**src/design/cache_pkg.sv**
```systemverilog
// Shared definitions for the L1 data cache
// Geometry, bus tags, access kinds and the cache line views
package cache_pkg;

  parameter int ADDR_W = 32;
  parameter int OFFSET_W = 6;    // 64 byte lines
  parameter int INDEX_W = 5;     // 32 sets
  parameter int TAG_W = 21;
  parameter int BEATS = 8;       // 64-bit beats per line
  parameter int DEFAULT_WAYS = 4;

  typedef logic [63:0] mem_word_t;

  // Tag carried on both bus directions
  typedef enum logic [1:0] {
    MEM_NONE = 2'd0,
    MEM_READ = 2'd1,
    MEM_WRITE = 2'd2
  } bus_tag_t;

  // Loads, the U forms zero-extend
  typedef enum logic [2:0] {
    LD,
    LW,
    LH,
    LB,
    LWU,
    LHU,
    LBU
  } load_kind_t;

  typedef enum logic [1:0] {
    SD,
    SW,
    SH,
    SB
  } store_kind_t;

  // One line seen at four access sizes, element 0 at byte offset 0
  typedef union packed {
    logic [BEATS-1:0][63:0] dwords;
    logic [15:0][31:0] words;
    logic [31:0][15:0] halves;
    logic [63:0][7:0] bytes;
  } cache_line_t;

endpackage

```
**src/design/cache_ctrl.sv**
```systemverilog
// Cache controller FSM
// Sequences lookup, write-back, fill and refill, and raises the done pulses
`timescale 1ns/1ps

module cache_ctrl (
  input  logic clk,
  input  logic reset,
  input  logic mem_read,
  input  logic mem_write,
  input  logic hit,
  input  logic victim_dirty,
  input  logic beat_last,
  input  logic bus_reqack,
  input  logic bus_respcyc,
  input  cache_pkg::bus_tag_t bus_resptag,
  output logic use_write,
  output logic lookup_en,
  output logic fill_we,
  output logic store_we,
  output logic beat_en,
  output logic beat_clear,
  output logic buf_capture,
  output logic buf_load,
  output logic buf_shift,
  output logic bus_reqcyc,
  output cache_pkg::bus_tag_t bus_reqtag,
  output logic req_is_wb,
  output logic bus_respack,
  output logic read_done,
  output logic write_done
);
  import cache_pkg::*;

  typedef enum logic [2:0] {
    IDLE, LOOKUP, WB_REQ, WB_DATA, WB_WAIT, FILL_REQ, FILL_DATA, REFILL
  } state_t;

  state_t state, state_next;
  logic tags_valid;          // Array output belongs to this lookup
  logic resp_read, resp_write;

  assign resp_read = bus_respcyc && (bus_resptag == MEM_READ);
  assign resp_write = bus_respcyc && (bus_resptag == MEM_WRITE);

  always_ff @(posedge clk) begin
    if (!reset) begin
      state <= IDLE;
      tags_valid <= 1'b0;
      use_write <= 1'b0;
    end else begin
      state <= state_next;
      tags_valid <= (state == LOOKUP) && !tags_valid;
      if (state == IDLE)
        use_write <= mem_write; // Latched for the whole request
    end
  end

  always_comb begin
    state_next = state;
    lookup_en = 1'b0;
    fill_we = 1'b0;
    store_we = 1'b0;
    beat_en = 1'b0;
    beat_clear = 1'b0;
    buf_capture = 1'b0;
    buf_load = 1'b0;
    buf_shift = 1'b0;
    bus_reqcyc = 1'b0;
    bus_reqtag = MEM_NONE;
    req_is_wb = 1'b0;
    bus_respack = 1'b0;
    read_done = 1'b0;
    write_done = 1'b0;
    case (state)
      IDLE: if (mem_read || mem_write) state_next = LOOKUP;
      LOOKUP: begin
        if (!tags_valid) begin
          lookup_en = 1'b1;   // Set read, result next cycle
        end else if (hit) begin
          store_we = use_write;
          write_done = use_write;
          read_done = !use_write;
          state_next = IDLE;
        end else if (victim_dirty) begin
          buf_load = 1'b1;
          state_next = WB_REQ;
        end else begin
          state_next = FILL_REQ;
        end
      end
      WB_REQ: begin
        bus_reqcyc = 1'b1;
        bus_reqtag = MEM_WRITE;
        req_is_wb = 1'b1;
        beat_clear = 1'b1;
        if (bus_reqack) state_next = WB_DATA;
      end
      WB_DATA: begin          // One beat per cycle, no gaps
        bus_reqcyc = 1'b1;
        bus_reqtag = MEM_WRITE;
        buf_shift = 1'b1;
        beat_en = 1'b1;
        if (beat_last) state_next = WB_WAIT;
      end
      WB_WAIT: begin
        bus_respack = resp_write;
        if (resp_write) state_next = FILL_REQ;
      end
      FILL_REQ: begin
        bus_reqcyc = 1'b1;
        bus_reqtag = MEM_READ;
        beat_clear = 1'b1;
        if (bus_reqack) state_next = FILL_DATA;
      end
      FILL_DATA: begin
        bus_respack = resp_read;
        buf_capture = resp_read;
        beat_en = resp_read;
        if (beat_last) state_next = REFILL;
      end
      REFILL: begin
        fill_we = 1'b1;
        state_next = LOOKUP;  // Re-read the set, then hit
      end
      default: state_next = IDLE;
    endcase
  end

endmodule

```
**config.mk**
```make
export PLATFORM = sky130hd
export DESIGN_NAME = cache_ctrl
export DESIGN_NICKNAME = d
export VERILOG_FILES = /design/src/design/cache_pkg.sv /design/src/design/cache_ctrl.sv
export SDC_FILE = /design/constraint.sdc
export NUM_CORES = 1
export LEC_CHECK = 0
export ABC_AREA = 1
export BUFFER_PORTS_ARGS = -buffer_cell sky130_fd_sc_hd__buf_4
export CAP_MARGIN = 20
export CORE_AREA = 3 3 40 42
export DETAILED_ROUTE_END_ITERATION = 8
export DIE_AREA = 0 0 43 45
export PLACE_DENSITY = 0.7
export SYNTH_ARGS = -nofsm -noshare
export SYNTH_HDL_FRONTEND = slang
export SYNTH_SLANG_ARGS = --single-unit
```
**constraint.sdc**
```tcl
create_clock -name clk -period 1.72 [get_ports clk]
set_input_delay 0.172 -clock clk [delete_from_list [all_inputs] [get_ports clk]]
set_output_delay 0.172 -clock clk [all_outputs]
set_load 0.03 [all_outputs]
```
---- After elaboration in Yosys (flattened, before gate mapping) ----
Index checks and enable logic that the tools add are counted.
word-level totals
  flip-flop bits (word level) ............. 5
  input port bits ......................... 11
  output and inout bits ................... 16
  logic and storage cells ................. 61
operators by class
  equality and inequality tests ........... 16
  muxes and demuxes ....................... 31
  reduce and logical (&&, ||, !) cells .... 11
operator list
  operator                                             number
  2-to-1 mux 3 bit                                     9
  one-hot mux 3 bit (8 select lines)                   1
  2-to-1 mux 1 bit                                     18
  equality test 3 bit, second input constant           4
  != test 2 bit, second input constant                 6
  AND reduction 7 bit                                  1
  equality test 3 x 2 -> 1 bit, second input constant  2
  one-hot mux 1 bit (2 select lines)                   2
  one-hot mux 2 bit (2 select lines)                   1
  OR reduction 2 bit                                   2
  equality test 3 x 1 -> 1 bit, second input constant  1
  logical AND 1 bit                                    3
  logical NOT 3 bit                                    1
  OR reduction 3 bit                                   1
  equality test 2 x 1 -> 1 bit, second input constant  1
  equality test 2 bit, second input constant           1
  logical NOT 1 bit                                    2
  != test 2 x 1 -> 1 bit, second input constant        1
  logical OR 1 bit                                     1

---- Depth between registers and ports, before layout ----
Gate-level depths: netlist of run 1.
  depth after elaboration ................. 4
  gate-level depth with buffers ........... 11
  mapped depth without buffers ............ 10

---- Worst setup path after synthesis of run 1 ----
No wires, ideal clock.
  kind .................................... register to output
  start ................................... reg use_write
  end ..................................... out write_done
  arrival ................................. 1998 ps
  data required time ...................... 1548 ps
  slack ................................... -450 ps
  cell stages (with the launch flop) ...... 4
  path buffers ............................ 1
  cells stage by stage .................... dfxtp_1 inv_1 nor4_1 buf_4
between the ends
  cells in the longest elaborated chain, start to end .. 3
ends and longest elaborated chain
  what                           line              source
  start: declaration             cache_ctrl.sv:16  output logic use_write,
  start signal: assignment       cache_ctrl.sv:54  use_write <= mem_write;
  2-to-1 mux 1 bit (3 in a row)  --
  end: declaration               cache_ctrl.sv:30  output logic write_done
No other way between the ends.

---- Worst setup path in the final report of run 1 ----
  start ................................... reg state[1]
  end ..................................... out bus_respack
between the ends
  cells in the longest elaborated chain, start to end .. 2
  elaborated cells on any way between the ends .. 3
  classes of those cells .................. eq/ne (2); mux (1)
ends and longest elaborated chain
  what                                    line              source
  start: declaration                      cache_ctrl.sv:38  state_t state, state_next;
  start signal: assignment                cache_ctrl.sv:51  state <= state_next;
  equality test 3 bit                     cache_ctrl.sv:74  case (state)
  one-hot mux 1 bit (2 select lines) (*)  cache_ctrl.sv:74
  end: declaration                        cache_ctrl.sv:28  output logic bus_respack,
Mark *: on every way between the ends. The rest lies on a longest branch, timed or not.

==> flow_summary.json, run 1 <==
{
  "result_of_the_run": "finished clean",
  "finClkSkew_ns": 0.00200,
  "grt_pass1_wl_um": 2010,
  "gp_routability_congestion": 0.828,
  "gr_util_met3_pct": 2.39,
  "cts_buffers": 3,
  "firstDrtPassIters": 4,
  "cts_tree": "built",
  "min_path_type": "primary input to flip-flop",
  "syn_avg_cell_area_um2": 5.84,
  "route.vias.total": 582,
  "routedWlPerCell_um": 9.39,
  "final_antenna_net_count": 0,
  "rsz0062_at_grt": "no",
  "arrival_ns": 1.38,
  "drc": 0,
  "clockPowerShare_pct": 12.1,
  "gr-max-usage-layer": "met2",
  "yosysWarningCount": 0,
  "synth_cell_type_count": 19,
  "timing_hold_violations_final": 0,
  "dp.final_hpwl_um": 1010,
  "static_leakage_nw": 0.452,
  "ctsHoldBuffers": 0,
  "swShare_pct": 54.4,
  "antenna_found_initial": 0,
  "timing.critical_path.from": "state[1]$_SDFFE_PN0P_",
  "detailed_route_wl_um": 1220,
  "timing_worst_slew_pin_value_ns": 0.396,
  "layout.cells.most_common_list": "26 x sky130_fd_sc_hd__buf_4, 16 x sky130_fd_sc_hd__inv_1, 16 x sky130_fd_sc_hd__nand2_1, 13 x sky130_fd_sc_hd__nor2_1, 7 x sky130_fd_sc_hd__nand3_1",
  "die_height_um": 45,
  "synth.ff_latch_count": 5,
  "maxCapViolations": 0,
  "post-route-cell-area_um2": 736,
  "placedInstanceArea_um2": 708,
  "end_kind": "primary output",
  "slew_violations": 0,
  "floorplan.rows": 13,
  "setup.worst_path.class": "flip-flop to primary output",
  "cts_root_buffer": "sky130_fd_sc_hd__clkbuf_4",
  "ioPinCount": 27,
  "die_width_um": 43,
  "drive_gt1_share_pct": 40.9,
  "timing.critical_path.fanout_max": 8,
  "cts_max_path_bufs": 2,
  "largest_net_degree_at_the_start_of_global_routing": 11,
  "initialDrtViolationCount": 13,
  "htreeDepth": 1,
  "placeableCoreArea_mm2": 0.00128,
  "maxSlewHeadroom_pct": 73.5,
  "use_met1_pct": 17.1,
  "layout_commonest_cell": "sky130_fd_sc_hd__buf_4",
  "track_usage_pct": 13.7,
  "routed_via_density": 4.48,
  "cellInternalPower_w": 0.000515,
  "antennaDiodeCount": 0,
  "period_utilization_pct": 90.1,
  "first_global_vias": 498,
  "cp.required_ns": 1.55,
  "crit_slowest_cell": "sky130_fd_sc_hd__dfxtp_1",
  "worstSetupStartpointType": "flip-flop",
  "achievable-frequency_ghz": 0.645,
  "synth_area_um2": 514,
  "clk_pin_slew_ns": 0.04,
  "synth_area_leader_cell": "sky130_fd_sc_hd__dfxtp_1",
  "hold_path.startpoint": "reset",
  "share_of_the_yosys_chip_area_belonging_to_registers_pct": 19.5,
  "final_nets": 127,
  "timing.critical_path.cells": "nand2_2 > inv_1 > nand3_1 > o21ai_0 > buf_4",
  "clk_latency_ns": 0.24,
  "synth_top_area_share_pct": 19.5,
  "total_switching_power_w": 0.000614,
  "synth_top_cells_by_area": "sky130_fd_sc_hd__dfxtp_1 19%, sky130_fd_sc_hd__inv_1 12%, sky130_fd_sc_hd__nand2_1 12%",
  "io_buffer_count": 26,
  "vdd_ir_drop_max_mv": 0.751,
  "numClockSinks": 5,
  "start_util_pct": 40.0,
  "final.fill_count": 128,
  "timing.critical_path.slowest_cell_delay_ns": 0.53,
  "grt_remaining_overflow": 0,
  "r2r-start": "state[2]$_SDFFE_PN0P_",
  "floorplan.die_area_mm2": 0.00194,
  "power.share.combinational_pct": 66.8,
  "finalHoldWorstSlack_ns": 0.188,
  "synth_to_final_area_change_pct": 43.1,
  "setup_viol": 0,
  "share_seq_of_total_power_pct": 21.1,
  "fraction_of_met2_tracks_used_by_global_routing_pct": 21.9,
  "power.density_cell_area_mw_per_mm2": 1530,
  "syn-num-nets": 99,
  "fin_crit_ns": 1.55,
  "post_synth_inst_count": 88
}
-- what timing repair did --
item                                    CTS  global route
endpoints found under the setup margin    0             4
endpoints found under the hold margin     0             0
buffers inserted                          0             0
gates resized for setup                   0             1
-- final cells by class --
cell class | instances | area [um^2] | area share (%)
sequential | 5 | 101 | 13.8
timing repair buffer | 26 | 195 | 26.5
multi-input combinational | 60 | 317 | 43.0
tap | 15 | 18.8 | 2.55
clock buffer | 4 | 26.3 | 3.57
inverter | 20 | 77.6 | 10.5
-- flip-flops by register name (all words and copies together) (netlist names) --
name        count
tags_valid      1
use_write       1
state           3
-- cell usage after synthesis --
| library cell | count |
|---|---|
| sky130_fd_sc_hd__a21oi_1 | 2 |
| sky130_fd_sc_hd__buf_4 | 2 |
| sky130_fd_sc_hd__buf_6 | 1 |
| sky130_fd_sc_hd__dfxtp_1 | 5 |
| sky130_fd_sc_hd__inv_1 | 16 |
| sky130_fd_sc_hd__inv_2 | 3 |
| sky130_fd_sc_hd__inv_4 | 1 |
| sky130_fd_sc_hd__nand2_1 | 16 |
| sky130_fd_sc_hd__nand2_2 | 6 |
| sky130_fd_sc_hd__nand3_1 | 7 |
| sky130_fd_sc_hd__nand3_2 | 3 |
| sky130_fd_sc_hd__nand4_1 | 1 |
| sky130_fd_sc_hd__nor2_1 | 13 |
| sky130_fd_sc_hd__nor2_2 | 1 |
| sky130_fd_sc_hd__nor2_4 | 1 |
| sky130_fd_sc_hd__nor2b_4 | 1 |
| sky130_fd_sc_hd__nor3b_1 | 1 |
| sky130_fd_sc_hd__nor4_1 | 3 |
| sky130_fd_sc_hd__o21ai_0 | 5 |
-- power groups by stage --
stage | combinational [W] | sequential (W) | clock (W)
2_1_floorplan | 0.000603 | 0.000208 | 0
6_report | 0.000754 | 0.000238 | 0.000136
3_3_place_gp | 0.000752 | 0.000236 | 0
4_1_cts | 0.000758 | 0.000238 | 0.000143
5_1_grt | 0.000839 | 0.000249 | 0.000151
3_5_place_dp | 0.000752 | 0.000240 | 0
-- per-layer routing --
layer | vias to the layer above | part of all wire, %
met5 | - | 0
met4 | 0 | 0
met3 | 0 | 4.3
met2 | 12 | 49
met1 | 243 | 47
li1 | 327 | -
-- metrics by stage --
stage | total power, W | utilization (%) | setup TNS (ns) | worst slack, ns | std cells
2_1_floorplan | 0.000810 | - | -0.202 | -0.0673 | 88
3_3_place_gp | 0.000988 | 55.1 | 0 | 0.349 | 126
3_5_place_dp | 0.000992 | 55.1 | 0 | 0.349 | 126
4_1_cts | 0.00114 | 57.2 | 0 | 0.0703 | 130
5_1_grt | 0.00124 | 57.3 | 0 | 0.0151 | 130
6_report | 0.00113 | 57.3 | 0 | 0.170 | 130
-- path summary, 6_finish.rpt --
kind	end	slack, ns	cells after the start
worst max-delay path	bus_respack	0.17	5
worst min-delay path	tags_valid$_SDFF_PN0_	0.19	3
worst max register to register	state[1]$_SDFFE_PN0P_	0.37	9
worst min register to register	use_write$_SDFFE_PN0N_	0.51	2
-- kinds of logic after synthesis --
group	synth area share (%)
AOI/OAI and AO/OA	6.81
buffers and inverters	20.2
DFF	19.5
and+or+nand+nor	53.5
-- critical path: cells and delay by family (launching register included) --
| kind | cells | cell delay, ns |
|---|---|---|
| compound gates | 1 | 0.11 |
| buf+inv | 2 | 0.26 |
| flops | 1 | 0.53 |
| simple gates | 2 | 0.23 |
Note: power is estimated with default switching activity, not from simulation.
==> run 2: changes to the inputs <==
- CORE_AREA: 3 3 40 42 -> 4 4 41 43
- DIE_AREA: 0 0 43 45 -> 0 0 45 47
==> run 2 against run 1 <==
Compared with the run above:
- clock-buffer cell count is the same
- wire length grew 5.9%
- flip-flop and latch count is the same
- critical path depth is the same
- clock skew is essentially flat
==> flow_summary.json, run 2 (synthesis results as in run 1) <==
{
  "static_leakage_nw": 0.452,
  "antennaDiodeCount": 0,
  "final_antenna_net_count": 0,
  "final_nets": 127,
  "post-cts-setup-buffer-count": 0,
  "rsz0062_at_grt": "no",
  "result_of_the_run": "finished clean",
  "synth_to_final_area_change_pct": 43.1,
  "first_global_vias": 570,
  "flip_flop_count_of_the_largest_register_all_copies_and_words_added": 3,
  "timing.critical_path.fanout_max": 8,
  "clk_pin_slew_ns": 0.04,
  "end_kind": "primary output",
  "timing_worst_slew_pin_value_ns": 0.376,
  "routed_via_density": 4.68,
  "achievable-frequency_ghz": 0.646,
  "drive_gt1_share_pct": 40.9,
  "cts_buffers": 3,
  "cts_max_path_bufs": 2,
  "timing.reg2reg.setup_slack_ns": 0.35,
  "die_height_um": 47,
  "power.total_w": 0.00113,
  "antenna_found_initial": 0,
  "slew_violations": 0,
  "firstDrtPassIters": 4,
  "arrival_ns": 1.38,
  "number_of_cells_on_the_worst_hold_path": 3,
  "period_utilization_pct": 90.0,
  "setup.worst_path.class": "flip-flop to primary output",
  "io_buffer_count": 26,
  "htreeDepth": 1,
  "r2r-start": "state[1]$_SDFFE_PN0P_",
  "layout_commonest_cell": "sky130_fd_sc_hd__buf_4",
  "maxCapViolations": 0,
  "drc": 0,
  "dp.final_hpwl_um": 1090,
  "timing_hold_violations_final": 0,
  "cts_tree": "built",
  "top_regs": "state x3, tags_valid x1, use_write x1",
  "initialDrtViolationCount": 7,
  "largest-register": "state",
  "vdd_ir_drop_max_mv": 0.824,
  "numClockSinks": 5,
  "worstHoldEndpoint": "state[0]$_SDFFE_PN0P_",
  "postLayoutCoreUtil_pct": 56.5,
  "setup_viol": 0,
  "min_path_type": "primary input to flip-flop",
  "detailed_route_wl_um": 1290,
  "grt_remaining_overflow": 0,
  "worstSetupStartpointType": "flip-flop",
  "floorplan.die_area_mm2": 0.00212,
  "gp_routability_congestion": 0.864,
  "grt_pass1_wl_um": 2220,
  "finalHoldWorstSlack_ns": 0.192,
  "largest_net_degree_at_the_start_of_global_routing": 11,
  "ioPinCount": 27,
  "hold_path.startpoint": "reset",
  "cp.required_ns": 1.55,
  "layout.cells.most_common_list": "26 x sky130_fd_sc_hd__buf_4, 16 x sky130_fd_sc_hd__inv_1, 16 x sky130_fd_sc_hd__nand2_1, 13 x sky130_fd_sc_hd__nor2_1, 7 x sky130_fd_sc_hd__nand3_1",
  "start_util_pct": 39.5,
  "setup_tns_ns": 0,
  "route.vias.total": 608,
  "power.density_cell_area_mw_per_mm2": 1540,
  "worstReg2RegEnd": "state[2]$_SDFFE_PN0P_",
  "placeableCoreArea_mm2": 0.00130,
  "worst_r2r_path_depth": 9,
  "fin_crit_ns": 1.55,
  "routedWlPerCell_um": 9.95,
  "maxSlewHeadroom_pct": 74.9,
  "die_width_um": 45,
  "clk_latency_ns": 0.24,
  "track_usage_pct": 14.5,
  "floorplan.rows": 13,
  "cts_root_buffer": "sky130_fd_sc_hd__clkbuf_4",
  "finClkSkew_ns": 0.00202
}
[run 2: cell type report]
| type | count | area [um^2] |
|---|---|---|
| Inverter | 20 | 77.6 |
| Sequential cell | 5 | 101 |
| Timing Repair Buffer | 26 | 195 |
| Clock buffer | 4 | 26.3 |
| Tap cell | 15 | 18.8 |
| Fill cell | 149 | 566 |
| Multi-Input combinational cell | 60 | 317 |
[run 2: worst max path at each step]
stage                          start           to  slack (ns)  depth (start not counted)
6_report       state[1]$_SDFFE_PN0P_  bus_respack        0.17                          5
5_1_grt        state[1]$_SDFFE_PN0P_  bus_respack        0.02                          5
4_1_cts        state[0]$_SDFFE_PN0P_   write_done        0.07                          5
3_5_place_dp   state[0]$_SDFFE_PN0P_   write_done        0.34                          5
3_3_place_gp   state[0]$_SDFFE_PN0P_   write_done        0.36                          5
2_1_floorplan  state[0]$_SDFFE_PN0P_     buf_load       -0.07                          4
[run 2: what timing repair did]
action                                  in CTS  in global routing
endpoints found under the hold margin        0                  0
endpoints found under the setup margin       0                  4
hold buffers                                 0                  0
gates resized for setup                      0                  1
[run 2: worst max-delay path: stages (launching register included)]
cell	delay (ns)
sky130_fd_sc_hd__dfxtp_1	0.54
sky130_fd_sc_hd__nand2_2	0.11
sky130_fd_sc_hd__inv_1	0.08
sky130_fd_sc_hd__nand3_1	0.11
sky130_fd_sc_hd__o21ai_0	0.11
sky130_fd_sc_hd__buf_4	0.18
[run 2: report_power, final]
group	leakage (nW)	switching (W)	internal (W)
registers	0.0416	0.0000762	0.000163
clock network	0.0150	0.0000465	0.0000876
logic	0.395	0.000495	0.000265
[run 2: per-layer routing]
| layer | wire [um] | global-route usage [%] |
|---|---|---|
| met5 | 0 | 0 |
| met1 | 522 | 15.3 |
| met2 | 682 | 25.7 |
| met3 | 71 | 2.68 |
| met4 | 17 | 10.5 |
[run 2: stage by stage]
step                cell area (um^2)  instances  worst slack [ns]
floorplan                        520         88           -0.0673
global placement                 708        126             0.365
detailed placement               708        126             0.342
CTS                              734        130            0.0723
global route                     736        130            0.0231
finish                           736        130             0.171
==> run 3: changes to the inputs <==
- CTS_BUF_LIST: not set -> sky130_fd_sc_hd__clkbuf_2 sky130_fd_sc_hd__clkbuf_4 sky130_fd_sc_hd__clkbuf_8
==> run 3 against run 2 <==
Compared with the run above:
- wire length increased by 0.15%
- core utilization increased by 0.29 points
- final cell count did not move
- critical path depth is the same
- clock-buffer cell count unchanged
- non-clock buffer count is the same
- clock power up 12%
- worst setup slack about the same
- combinational power is essentially flat
- sequential share of layout area fell by 0.070 points
- flip-flop and latch count stayed put
- global-route usage unchanged
- largest power group unchanged
==> flow_summary.json, run 3 (synthesis results as in run 1) <==
{
  "antennaDiodeCount": 0,
  "cts_root_buffer": "sky130_fd_sc_hd__clkbuf_4",
  "period_utilization_pct": 90.1,
  "min_path_type": "primary input to flip-flop",
  "achievable-frequency_ghz": 0.646,
  "rsz0062_at_grt": "no",
  "maxSlewHeadroom_pct": 74.9,
  "placeableCoreArea_mm2": 0.00130,
  "final_antenna_net_count": 0,
  "first_global_vias": 574,
  "finClkSkew_ns": 0.00205,
  "maxCapViolations": 0,
  "synth_to_final_area_change_pct": 43.8,
  "final.fill_count": 149,
  "top_regs": "state x3, tags_valid x1, use_write x1",
  "floorplan.die_area_mm2": 0.00212,
  "layout.cells.most_common_list": "26 x sky130_fd_sc_hd__buf_4, 16 x sky130_fd_sc_hd__inv_1, 16 x sky130_fd_sc_hd__nand2_1, 13 x sky130_fd_sc_hd__nor2_1, 7 x sky130_fd_sc_hd__nand3_1",
  "share_seq_of_total_power_pct": 20.8,
  "largest-register": "state",
  "slew_violations": 0,
  "timing.critical_path.fanout_max": 8,
  "flip_flop_count_of_the_largest_register_all_copies_and_words_added": 3,
  "antenna_found_initial": 0,
  "setup.worst_path.class": "flip-flop to primary output",
  "power.density_cell_area_mw_per_mm2": 1550,
  "vdd_ir_drop_max_mv": 0.826,
  "htreeDepth": 1,
  "cellInternalPower_w": 0.000531,
  "worstSetupStartpointType": "flip-flop",
  "timing_hold_violations_final": 0,
  "cts_tree": "built",
  "dp.final_hpwl_um": 1090,
  "ioPinCount": 27,
  "die_width_um": 45,
  "ctsHoldBuffers": 0,
  "largest_net_degree_at_the_start_of_global_routing": 11,
  "gp_routability_congestion": 0.864,
  "grt_pass1_wl_um": 2210,
  "timing.critical_path.from": "state[1]$_SDFFE_PN0P_",
  "floorplan.rows": 13,
  "clockPowerShare_pct": 13.0,
  "power.total_w": 0.00115,
  "numClockSinks": 5,
  "firstDrtPassIters": 4,
  "cts_max_path_bufs": 2,
  "grt_remaining_overflow": 0,
  "static_leakage_nw": 0.455,
  "result_of_the_run": "finished clean",
  "postLayoutCoreUtil_pct": 56.8,
  "drc": 0,
  "clk_latency_ns": 0.24,
  "route.vias.total": 608,
  "setup_tns_ns": 0,
  "r2r-start": "state[1]$_SDFFE_PN0P_",
  "clk_pin_slew_ns": 0.04,
  "hold_path.startpoint": "reset",
  "final_nets": 127,
  "end_kind": "primary output",
  "total_switching_power_w": 0.000618,
  "die_height_um": 47,
  "start_util_pct": 39.5,
  "layout_commonest_cell": "sky130_fd_sc_hd__buf_4",
  "routed_via_density": 4.68,
  "track_usage_pct": 14.5,
  "setup_viol": 0,
  "power.share.combinational_pct": 66.2,
  "cts_buffers": 3,
  "drive_gt1_share_pct": 41.7,
  "routedWlPerCell_um": 9.96,
  "arrival_ns": 1.38,
  "fin_crit_ns": 1.55,
  "io_buffer_count": 26,
  "timing_worst_slew_pin_value_ns": 0.376,
  "detailed_route_wl_um": 1300,
  "initialDrtViolationCount": 7,
  "swShare_pct": 53.8,
  "cp.required_ns": 1.55
}
run 3: cell counts in the layout (fill, tap and decap cells not counted):
No cell type changed its count.
run 3: stage by stage:
stage / instance area (um^2) / hold slack, ns / setup slack, ns / cells
final: 739 / 0.191 / 0.171 / 130
after global routing: 739 / 0.198 / 0.0231 / 130
after CTS: 738 / 0.184 / 0.0723 / 130
after detailed placement: 708 / 0.443 / 0.342 / 126
after global placement: 708 / 0.432 / 0.365 / 126
after floorplan: 520 / 0.284 / -0.0673 / 88
run 3: power groups by stage:
stage / logic [W] / clock network (W) / registers, W
CTS: 0.000766 / 0.000158 / 0.000236
global placement: 0.000760 / 0 / 0.000235
detailed placement: 0.000762 / 0 / 0.000238
global route: 0.000862 / 0.000172 / 0.000246
finish: 0.000760 / 0.000150 / 0.000239
floorplan: 0.000603 / 0 / 0.000208
run 3: worst max-delay path: stages, from the launching register on:
cell	delay, ns
sky130_fd_sc_hd__dfxtp_1	0.54
sky130_fd_sc_hd__nand2_2	0.11
sky130_fd_sc_hd__inv_1	0.08
sky130_fd_sc_hd__nand3_1	0.11
sky130_fd_sc_hd__o21ai_0	0.11
sky130_fd_sc_hd__buf_4	0.18
run 3: repair_timing:
action	CTS	global route
setup buffers	0	0
gates resized for setup	0	1
setup endpoints to repair	0	4
run 3: area by class of cell:
| cell class | count | area (um^2) | share of cell area (%) |
|---|---|---|---|
| Clock buffer | 4 | 30.0 | 4.06 |
| Inverter | 20 | 77.6 | 10.5 |
| Multi-Input combinational cell | 60 | 317 | 42.8 |
| Sequential cell | 5 | 101 | 13.7 |
| Tap cell | 15 | 18.8 | 2.54 |
| Timing Repair Buffer | 26 | 195 | 26.4 |
run 3: routing by layer:
layer | vias up | track usage [%] | wire (um)
li1 | 325 | - | -
met1 | 267 | 15.3 | 532
met2 | 14 | 25.7 | 674
met3 | 2 | 2.68 | 71
met4 | 0 | 10.5 | 17
met5 | - | 0 | 0
run 3: path summary, 6_finish.rpt:
path	end	slack, ns	cells past startpoint
worst min register to register	use_write$_SDFFE_PN0N_	0.51	2
worst min-delay path	state[0]$_SDFFE_PN0P_	0.19	3
worst max-delay path	bus_respack	0.17	5
worst max register to register	state[2]$_SDFFE_PN0P_	0.35	9
